==> src/memPkg.sv <==
package memPkg;

  // ~~~~~~~~~~~~~~~~~~~~~~~~~~~~~~~~~~~~~~~~~~~~~~~~~~~~~~~~~~~~~~~~~~~~
  // default sizes for the memory subsystem
  // ~~~~~~~~~~~~~~~~~~~~~~~~~~~~~~~~~~~~~~~~~~~~~~~~~~~~~~~~~~~~~~~~~~~~

  localparam int DefDataWidth     = 32; // one RAM word.
  localparam int DefWordAddrWidth = 8;  // 256 words.
  localparam int DefPaddrWidth    = 12; // APB byte address.

  // ~~~~~~~~~~~~~~~~~~~~~~~~~~~~~~~~~~~~~~~~~~~~~~~~~~~~~~~~~~~~~~~~~~~~
  // state and opcode encodings
  // ~~~~~~~~~~~~~~~~~~~~~~~~~~~~~~~~~~~~~~~~~~~~~~~~~~~~~~~~~~~~~~~~~~~~

  // phase of the APB slave. phWait is the extra cycle of a read.
  typedef enum logic [1:0] {
    phIdle   = 2'd0,
    phAccess = 2'd1,
    phWait   = 2'd2
  } apbPhaseE;

  // request handed from the APB front end to the issue stage.
  typedef enum logic [1:0] {
    opNone  = 2'd0,
    opRead  = 2'd1,
    opWrite = 2'd2
  } memOpE;

endpackage
==> src/memIssue.sv <==
`timescale 1ns/1ps

module memIssue #(
  parameter int DataWidth     = 32,
  parameter int WordAddrWidth = 8
) (
  input  logic                     ClockA,
  input  logic                     rstN,
  input  memPkg::memOpE            op,
  input  logic [WordAddrWidth-1:0] wordAddr,
  input  logic [DataWidth-1:0]     wrData,
  input  logic [DataWidth/8-1:0]   strb,
  input  logic [DataWidth-1:0]     rdata,
  output logic [DataWidth-1:0]     rdData,
  output logic [WordAddrWidth-1:0] raddr,
  output logic                     re,
  output logic [WordAddrWidth-1:0] waddr,
  output logic [DataWidth-1:0]     wdata,
  output logic [DataWidth-1:0]     mask,
  output logic                     we
);

  localparam int StrbWidth = DataWidth / 8;

  logic                 readPend; // RAM output carries a fresh word.
  logic [DataWidth-1:0] rdHold;

  // ~~~~~~~~~~~~~~~~~~~~~~~~~~~~~~~~~~~~~~~~~~~~~~~~~~~~~~~~~~~~~~~~~~~~
  // RAM port strobes
  // ~~~~~~~~~~~~~~~~~~~~~~~~~~~~~~~~~~~~~~~~~~~~~~~~~~~~~~~~~~~~~~~~~~~~

  assign re    = (op == memPkg::opRead);
  assign we    = (op == memPkg::opWrite);
  assign raddr = wordAddr;
  assign waddr = wordAddr;
  assign wdata = wrData;

  // each byte strobe covers eight mask bits.
  always_comb
  begin
    for (int i = 0; i < StrbWidth; i++)
    begin
      mask[i*8 +: 8] = {8{strb[i]}};
    end
  end

  // ~~~~~~~~~~~~~~~~~~~~~~~~~~~~~~~~~~~~~~~~~~~~~~~~~~~~~~~~~~~~~~~~~~~~
  // read return
  // ~~~~~~~~~~~~~~~~~~~~~~~~~~~~~~~~~~~~~~~~~~~~~~~~~~~~~~~~~~~~~~~~~~~~

  always_ff @(posedge ClockA or negedge rstN)
  begin
    if (!rstN)
      readPend <= 1'b0;
    else
      readPend <= re;
  end

  always_ff @(posedge ClockA)
  begin
    if (readPend)
      rdHold <= rdata;
  end

  // the fresh word goes straight out, and the copy holds it afterwards.
  assign rdData = readPend ? rdata : rdHold;

endmodule

==> config.mk <==
export PLATFORM = sky130hd
export DESIGN_NAME = memIssue
export DESIGN_NICKNAME = d
export VERILOG_FILES = /design/src/memPkg.sv /design/src/memIssue.sv
export SDC_FILE = /design/constraint.sdc
export NUM_CORES = 1
export LEC_CHECK = 0
export ABC_AREA = 0
export BUFFER_PORTS_ARGS = -buffer_cell sky130_fd_sc_hd__buf_2
export CORE_ASPECT_RATIO = 1.25
export CORE_MARGIN = 4
export CORE_UTILIZATION = 30
export DETAILED_ROUTE_END_ITERATION = 8
export PLACE_DENSITY = 0.77
export SYNTH_ARGS = -nofsm -noshare
export SYNTH_HDL_FRONTEND = slang
export SYNTH_SLANG_ARGS = --single-unit
==> constraint.sdc <==
create_clock -name ClockA -period 2.2 [get_ports ClockA]
set_input_delay 0.33 -clock ClockA [delete_from_list [all_inputs] [get_ports ClockA]]
set_output_delay 0.33 -clock ClockA [all_outputs]
set_load 0.02 [all_outputs]
==> metrics.txt <==
Core Region=5860 um^2; CTS tree=yes; Syn Area/Cell=12.1 um^2; Setup-failing EPs final=0; Worst EP arrival=1.42 ns; worst-margin pin slew=0.234 ns; Critical Path Fanout Max=32; die area=7400 um^2; Pre-Repair DR Iteration Count=2; Post-CTS Setup Bufs=0; fin crit period=1.75 ns; Logic pwr share=0.270; Clock Path Buffers=2; initial antenna violation count=0; syn_nets=231; #FFs+latches synth=33; number of global-route vias before repair=863; Post-Route Skew=0.00147 ns; Iter 0 DRT Violations=12; Netlist cell types=8; dpl hpwl=2950 um; Mapped Cells=151; clk slew on worst S/H paths=0.06 ns; Util after Layout=0.292; Pleak=0.850 nW; HP Start=op[1]; status=finished clean; Core Rows=31; reg2reg setup slack=1.10 ns; register share of total power=0.459; WL final=3510 um; RSZ-0062 raised after global routing=no; Routed Antenna Nets=0; chip height=95.2 um; Crit Path Class=flip-flop to output port; worst r2r dst=rdHold[30]; Setup TNS Final=0 ns; WP data required=1.87 ns; CTS H-tree depth=2; depth of the worst hold-timing path=2; starting density of the core=0.311; startpoint types=flip-flop; share of cells above drive strength 1=0.753; grt ovf=0; Max IR drop VDD=0.000263 V; Clock power frac=0.270; sequential-to-total area share from yosys stat=0.365; post-synth design cell area=1820 um^2; io pins=194; crit end category=output port; internal power=0.00112 W; via count=854; first-pass GRT wire length=4760 um; Hold Path End=readPend; CTS Root Cell=clkbuf_8; max-cap violations=0; Port Buffers=69; GRT Overall Usage=0.0881; crit share post-route=0.796; NetSw=0.000435 W; Residual DRC=0; RePlAce Congestion=0.660; Cell Pwr Density=905 nW/um^2; Min Hold Slack=0.219 ns; WL/cell=15.4 um; FMAX=0.571 GHz; Slew Limit Fails=0; Worst-Skew Late Latency=0.27 ns; YS warnings=0; Tot Pwr=0.00155 W; Layout area overhead=-6.04%; Crit Reg-Reg Startpoint=readPend; largest net degree at the start of global routing=33; Sw Share=0.281; clock net sink count=33; vias per inst=3.75; worst hold path class=input pin to flip-flop; final count of hold timing violations=0; Die W=77.7 um; slew margin rel.=0.844; total CTS buffers=5; antenna cell count=0; reg2reg path depth=2; fin nets=225
-- worst max-delay path by stage --
stage / from / cells past startpoint / slack [ns] / end
detailed placement: readPend / 3 / 0.72 / rdData[30]
global placement: readPend / 3 / 0.75 / rdData[29]
CTS: readPend / 3 / 0.41 / rdData[30]
finish: readPend / 3 / 0.45 / rdData[30]
floorplan: readPend / 3 / 0.91 / rdData[0]
global route: readPend / 3 / 0.39 / rdData[29]
-- state kept, by name, summed over array words and instances, names as in the netlist --
signal	count
rdHold	32
readPend	1
-- through the flow --
| stage | instances | instance area, um^2 | worst slack (ns) |
|---|---|---|---|
| finish | 228 | 1710 | 0.448 |
| global route | 228 | 1710 | 0.389 |
| CTS | 228 | 1710 | 0.415 |
| detailed placement | 219 | 1620 | 0.725 |
| global placement | 219 | 1620 | 0.754 |
| floorplan | 151 | 1820 | 0.911 |
-- power by group through the flow --
| stage | sequential, W | combinational [W] | clock [W] |
|---|---|---|---|
| after floorplan | 0.000719 | 0.000520 | 0 |
| after global placement | 0.000723 | 0.000417 | 0 |
| after detailed placement | 0.000726 | 0.000423 | 0 |
| after CTS | 0.000713 | 0.000426 | 0.000445 |
| after global routing | 0.000721 | 0.000447 | 0.000469 |
| final | 0.000713 | 0.000419 | 0.000419 |
-- cell usage in the layout, fill, tap and decap left out --
master,instances
mux2_4,30
buf_12,1
clkinv_2,2
nor2b_1,2
buf_2,69
clkbuf_8,5
dlygate4sd3_1,1
dfxtp_1,32
mux2_2,2
dfrtp_2,1
clkbuf_1,1
-- repair_timing --
item                      in CTS  in global routing
hold buffers                   1                  0
resized for setup              0                  0
hold endpoints to repair       1                  0
-- per-layer routing --
metal	vias to the layer above	part of all wire	track usage
met4	0	0.072	0.102
li1	389	-	-
met2	94	0.46	0.144
met1	341	0.27	0.0616
met5	-	0	0
met3	30	0.19	0.0605
-- cell usage after synthesis --
| library cell | instances | area share |
|---|---|---|
| buf_6 | 1 | 0.0062 |
| dfrtp_1 | 1 | 0.014 |
| mux2_2 | 2 | 0.012 |
| dfxtp_1 | 32 | 0.35 |
| buf_4 | 80 | 0.33 |
| buf_12 | 3 | 0.033 |
| nor2b_1 | 2 | 0.0069 |
| mux2_4 | 30 | 0.25 |
-- critical path, cell delays in order (launching register included) --
cell and delay, ns:
dfrtp_2 0.37, buf_12 0.23, mux2_2 0.38, buf_2 0.16
-- cell families (layout without fill, tap and decap cells) --
| family | Yosys count | count (layout) | share of synthesized area |
|---|---|---|---|
| buffers and inverters | 84 | 79 | 0.369 |
| muxes | 32 | 32 | 0.259 |
| DFF | 33 | 33 | 0.365 |
| and+or+nand+nor | 2 | 2 | 0.00686 |
-- cell type report --
cell class	instances	area, um^2
timing repair buffer	71	375
fill	589	4140
sequential	33	667
clock inverter	2	10.0
clock buffer	6	72.6
multi-input combinational	34	485
tap	82	103
Power figures use the tool's default switching activity.
