File: src/memPkg.sv
package memPkg;

  // ~~~~~~~~~~~~~~~~~~~~~~~~~~~~~~~~~~~~~~~~~~~~~~~~~~~~~~~~~~~~~~~~~~~~
  // default sizes for the memory subsystem
  // ~~~~~~~~~~~~~~~~~~~~~~~~~~~~~~~~~~~~~~~~~~~~~~~~~~~~~~~~~~~~~~~~~~~~

  localparam int DefDataWidth     = 32; // one RAM word.
  localparam int DefWordAddrWidth = 8;  // 256 words.
  localparam int DefPaddrWidth    = 12; // APB byte address.

  // ~~~~~~~~~~~~~~~~~~~~~~~~~~~~~~~~~~~~~~~~~~~~~~~~~~~~~~~~~~~~~~~~~~~~
  // state and opcode encodings
  // ~~~~~~~~~~~~~~~~~~~~~~~~~~~~~~~~~~~~~~~~~~~~~~~~~~~~~~~~~~~~~~~~~~~~

  // phase of the APB slave. phWait is the extra cycle of a read.
  typedef enum logic [1:0] {
    phIdle   = 2'd0,
    phAccess = 2'd1,
    phWait   = 2'd2
  } apbPhaseE;

  // request handed from the APB front end to the issue stage.
  typedef enum logic [1:0] {
    opNone  = 2'd0,
    opRead  = 2'd1,
    opWrite = 2'd2
  } memOpE;

endpackage
File: src/apbFront.sv
`timescale 1ns/1ps

module apbFront #(
  parameter int DataWidth     = 32,
  parameter int WordAddrWidth = 8,
  parameter int PaddrWidth    = 12
) (
  input  logic                     ClockA,
  input  logic                     rstN,
  input  logic [PaddrWidth-1:0]    paddr,
  input  logic                     psel,
  input  logic                     penable,
  input  logic                     pwrite,
  input  logic [DataWidth-1:0]     pwdata,
  input  logic [DataWidth/8-1:0]   pstrb,
  input  logic [DataWidth-1:0]     rdData,
  output logic [DataWidth-1:0]     prdata,
  output logic                     pready,
  output logic                     pslverr,
  output memPkg::memOpE            op,
  output logic [WordAddrWidth-1:0] wordAddr,
  output logic [DataWidth-1:0]     wrData,
  output logic [DataWidth/8-1:0]   strb
);

  localparam int StrbWidth  = DataWidth / 8;
  localparam int OffsetBits = $clog2(StrbWidth);

  memPkg::apbPhaseE state;
  memPkg::apbPhaseE stateNext;
  logic             accessCycle;
  logic             inRange;

  assign accessCycle = (state == memPkg::phAccess) && psel && penable;
  assign inRange     = (paddr[PaddrWidth-1:WordAddrWidth+OffsetBits] == '0);

  assign wordAddr = paddr[WordAddrWidth+OffsetBits-1:OffsetBits];
  assign wrData   = pwdata;
  assign strb     = pstrb;

  // ~~~~~~~~~~~~~~~~~~~~~~~~~~~~~~~~~~~~~~~~~~~~~~~~~~~~~~~~~~~~~~~~~~~~
  // transfer phase
  // ~~~~~~~~~~~~~~~~~~~~~~~~~~~~~~~~~~~~~~~~~~~~~~~~~~~~~~~~~~~~~~~~~~~~

  always_comb
  begin
    stateNext = state;
    case (state)
      memPkg::phIdle:   if (psel && !penable) stateNext = memPkg::phAccess;
      memPkg::phAccess:
      begin
        if (accessCycle)
          stateNext = (op == memPkg::opRead) ? memPkg::phWait : memPkg::phIdle;
        else if (!psel)
          stateNext = memPkg::phIdle; // master dropped the transfer.
      end
      default:          stateNext = memPkg::phIdle;
    endcase
  end

  always_ff @(posedge ClockA or negedge rstN)
  begin
    if (!rstN)
      state <= memPkg::phIdle;
    else
      state <= stateNext;
  end

  // ~~~~~~~~~~~~~~~~~~~~~~~~~~~~~~~~~~~~~~~~~~~~~~~~~~~~~~~~~~~~~~~~~~~~
  // request and response
  // ~~~~~~~~~~~~~~~~~~~~~~~~~~~~~~~~~~~~~~~~~~~~~~~~~~~~~~~~~~~~~~~~~~~~

  // one op per transfer, and none for an address outside the RAM.
  always_comb
  begin
    op = memPkg::opNone;
    if (accessCycle && inRange)
      op = pwrite ? memPkg::opWrite : memPkg::opRead;
  end

  // writes and errors finish at once. reads finish in phWait.
  assign pready  = (accessCycle && (pwrite || !inRange)) || (state == memPkg::phWait);
  assign pslverr = accessCycle && !inRange;
  assign prdata  = (state == memPkg::phWait) ? rdData : '0;

endmodule

File: config.mk
export PLATFORM = sky130hd
export DESIGN_NAME = apbFront
export DESIGN_NICKNAME = d
export VERILOG_FILES = /design/src/memPkg.sv /design/src/apbFront.sv
export SDC_FILE = /design/constraint.sdc
export NUM_CORES = 1
export LEC_CHECK = 0
export BUFFER_PORTS_ARGS = -buffer_cell sky130_fd_sc_hd__buf_4
export CORE_AREA = 3 3 62 64
export DETAILED_ROUTE_END_ITERATION = 10
export DIE_AREA = 0 0 65 67
export PLACE_DENSITY = 0.74
export SLEW_MARGIN = 30
export SYNTH_ARGS = -nofsm -noshare
export SYNTH_HDL_FRONTEND = slang
export SYNTH_SLANG_ARGS = --single-unit
File: constraint.sdc
create_clock -name ClockA -period 1.26 [get_ports ClockA]
set_input_delay 0.126 -clock ClockA [delete_from_list [all_inputs] [get_ports ClockA]]
set_output_delay 0.126 -clock ClockA [all_outputs]
set_load 0.1 [all_outputs]
==> results.yml <==
sta:
  fin_skew_ns: 0.00498
  worstMarginPinSlew_ns: 0.238
  max-slew-margin-rel: 0.840
  final_max_slew_viol_count: 0
  tns_ns: -6.32
  hold_violations: 0
  finalSetupViolCount: 36
  fin_crit_sh: 1.18
  holdWs_ns: 0.0956
  rsz0062_at_grt: "yes"
  setup_slack_ns: -0.227
  fmax_mhz: 673
  timing.final.crit_period_ns: 1.49
synthesis:
  synthTopCellsByCount: "44 x buf_4, 32 x and2_1, 3 x clkbuf_2"
  synth_area_leaders: "buf_4 48%, and2_1 29%, dfrtp_1 7.3%"
  synthCells: 91
  async_flop_share: 1.00
  synth_area_sq_um: 688
  synth.distinct_cells: 12
  yosysTopAreaCell: "buf_4"
  post-synth-top-count-cell: "buf_4"
  synth-edff-count: 0
  synth_nets: 176
  ys_seq_area_frac: 0.0727
  synth-seq-cells: 2
  syn_area_per_cell_sq_um: 7.56
  yosys_warnings: 0
  synth_flop_cell: "dfrtp_1"
  yosysTopAreaCellShare: 0.480
min_path:
  min_to: "state[0]"
  hp-class: "in -> reg"
  whs_path_depth: 2
  hold_path_startpoint: "penable"
cells_and_area:
  areaGrowthSynthToFinish_pct: 130
  final_nets: 212
  n_fill_cell: 313
  largest_reg_flops: 2
  n_antenna_cell: 0
  layout-drive-gt1-share: 0.944
  top_regs: "state (2)"
  fin_cells: 171
  largest-register: "state"
  fin_util: 0.475
  design_area_sq_um: 1580
die:
  die_w_um: 65
  fp.dieH_um: 67
  core_area_sq_um: 3340
  start_util: 0.206
  ios: 165
  std_cell_rows: 21
  die-area_sq_um: 4360
route:
  viasPerCell: 3.99
  dr.first_iter.drc_count: 2
  wl_met3_um: 399
  dr.max_layer_used: "met4"
  route.detailed.drc: 0
  wl_met1_um: 541
  wl_met2_mm: 1.25
  wl_per_cell_um: 13.2
  drtAntennaViolNets: 0
  num_vias: 682
  dr.pass1.iters: 2
  wl_mm: 2.25
worst_setup_path:
  criticalPathCategory: "reg -> out"
  r2r_end: "state[1]"
  critical_path_required_ns: 1.13
  r2r_slack_ns: 0.17
  worst_setup_path_end_kind: "output pin"
  path_max_fanout: 4
  startpoint_type: "flip-flop"
  rr_startpoint: "state[1]"
  crit_arrival_ns: 1.36
  worstRegToRegCells: 3
pwr:
  power_uw: 392
  p_leak_nw: 0.726
  ir_worst_vdd_mv: 0.464
  switching_share: 0.290
  seq_power_share: 0.177
  p_int_uw: 278
  clkPwrFrac: 0.358
  powerDensity_nw_per_um2: 247
  p_comb_frac: 0.465
  switchingPower_uw: 113
place:
  pre_cts_ws_ns: -0.0705
  numPortBuffers: 74
  placed_cells: 166
  dpl.hpwl_mm: 1.68
  gp_congestion: 0.578
  placed_cell_area_sq_um: 1100
clock_tree:
  clock_latency_ns: 0.22
  cts.htree.levels: 1
  cts_buffer_depth: 2
  clock_sinks: 2
  cts_tree: "done"
  cts_inserted_buffers: 3
  clockRootBuffer: "clkbuf_4"
  path_clk_slew_ns: 0.03
status:
  run_status: "complete, but fails checks"
  violations: "negative setup slack"
global_route:
  grt_max_degree: 20
  grt_usage: 0.0979
  grt_pass1_vias: 723
  antenna_found_initial: 0
  overflow: 0
  grt_pass1_wl_mm: 3.35
run:
  max-cap-violations: 0
-- layout make-up --
class / count / area (sq um) / share of cell area
clock buffer: 3 / 22.5 / 0.0142
multi-input combinational: 42 / 408 / 0.258
sequential: 2 / 50.0 / 0.0316
tap: 46 / 57.6 / 0.0363
timing repair buffer: 78 / 1050 / 0.660
-- power groups by stage --
stage	logic (mW)	registers, mW	clock network (mW)
after floorplan	0.712	0.0698	0
after global placement	0.161	0.0699	0
after detailed placement	0.163	0.0700	0
after CTS	0.183	0.0693	0.150
after global routing	0.193	0.0696	0.154
final	0.182	0.0693	0.140
-- critical path: stages, from the launching register on --
cell	delay (ns)
dfrtp_1	0.39
nand4b_4	0.23
nor4b_4	0.25
buf_6	0.26
-- cells by family after synthesis --
| group | Yosys count | share of synthesized area |
|---|---|---|
| buffers and inverters | 47 | 0.502 |
| AND/OR/NAND/NOR | 41 | 0.415 |
| AO/OA/AOI/OAI | 1 | 0.0109 |
| flip-flops | 2 | 0.0727 |
-- placed cells by master (no fill, tap or decap) --
cell type / instances
o21bai_2: 1
buf_4: 39
clkbuf_4: 3
nor4_4: 1
nor4_1: 1
nand4b_4: 1
dlygate4sd3_1: 1
nor2_1: 1
buf_12: 36
nor3b_1: 1
nor2b_4: 1
nor3_1: 1
nor2_4: 1
dfrtp_1: 2
nor4b_4: 1
buf_6: 2
and2_4: 32
-- worst max-delay path by stage --
stage                     startpoint    endpoint  slack (ns)
final                       state[1]       op[1]       -0.23
after floorplan             state[1]       op[1]       -0.54
after CTS                   state[1]       op[1]       -0.25
after global routing        state[1]       op[1]       -0.29
after detailed placement    state[0]  prdata[31]       -0.07
after global placement      state[1]       op[1]       -0.05
-- what timing repair did --
action,4_1_cts,5_1_grt
resized for setup,108,0
hold buffers,1,0
hold endpoints to repair,2,0
endpoints found under the setup margin,36,36
buffers inserted,1,0
-- routing by layer --
metal  GRT usage  vias up
met5           0        -
met4      0.0554        0
met3      0.0607       10
met2       0.180       69
met1      0.0788      296
li1            -      307
Note: power is estimated with default switching activity, not from simulation.
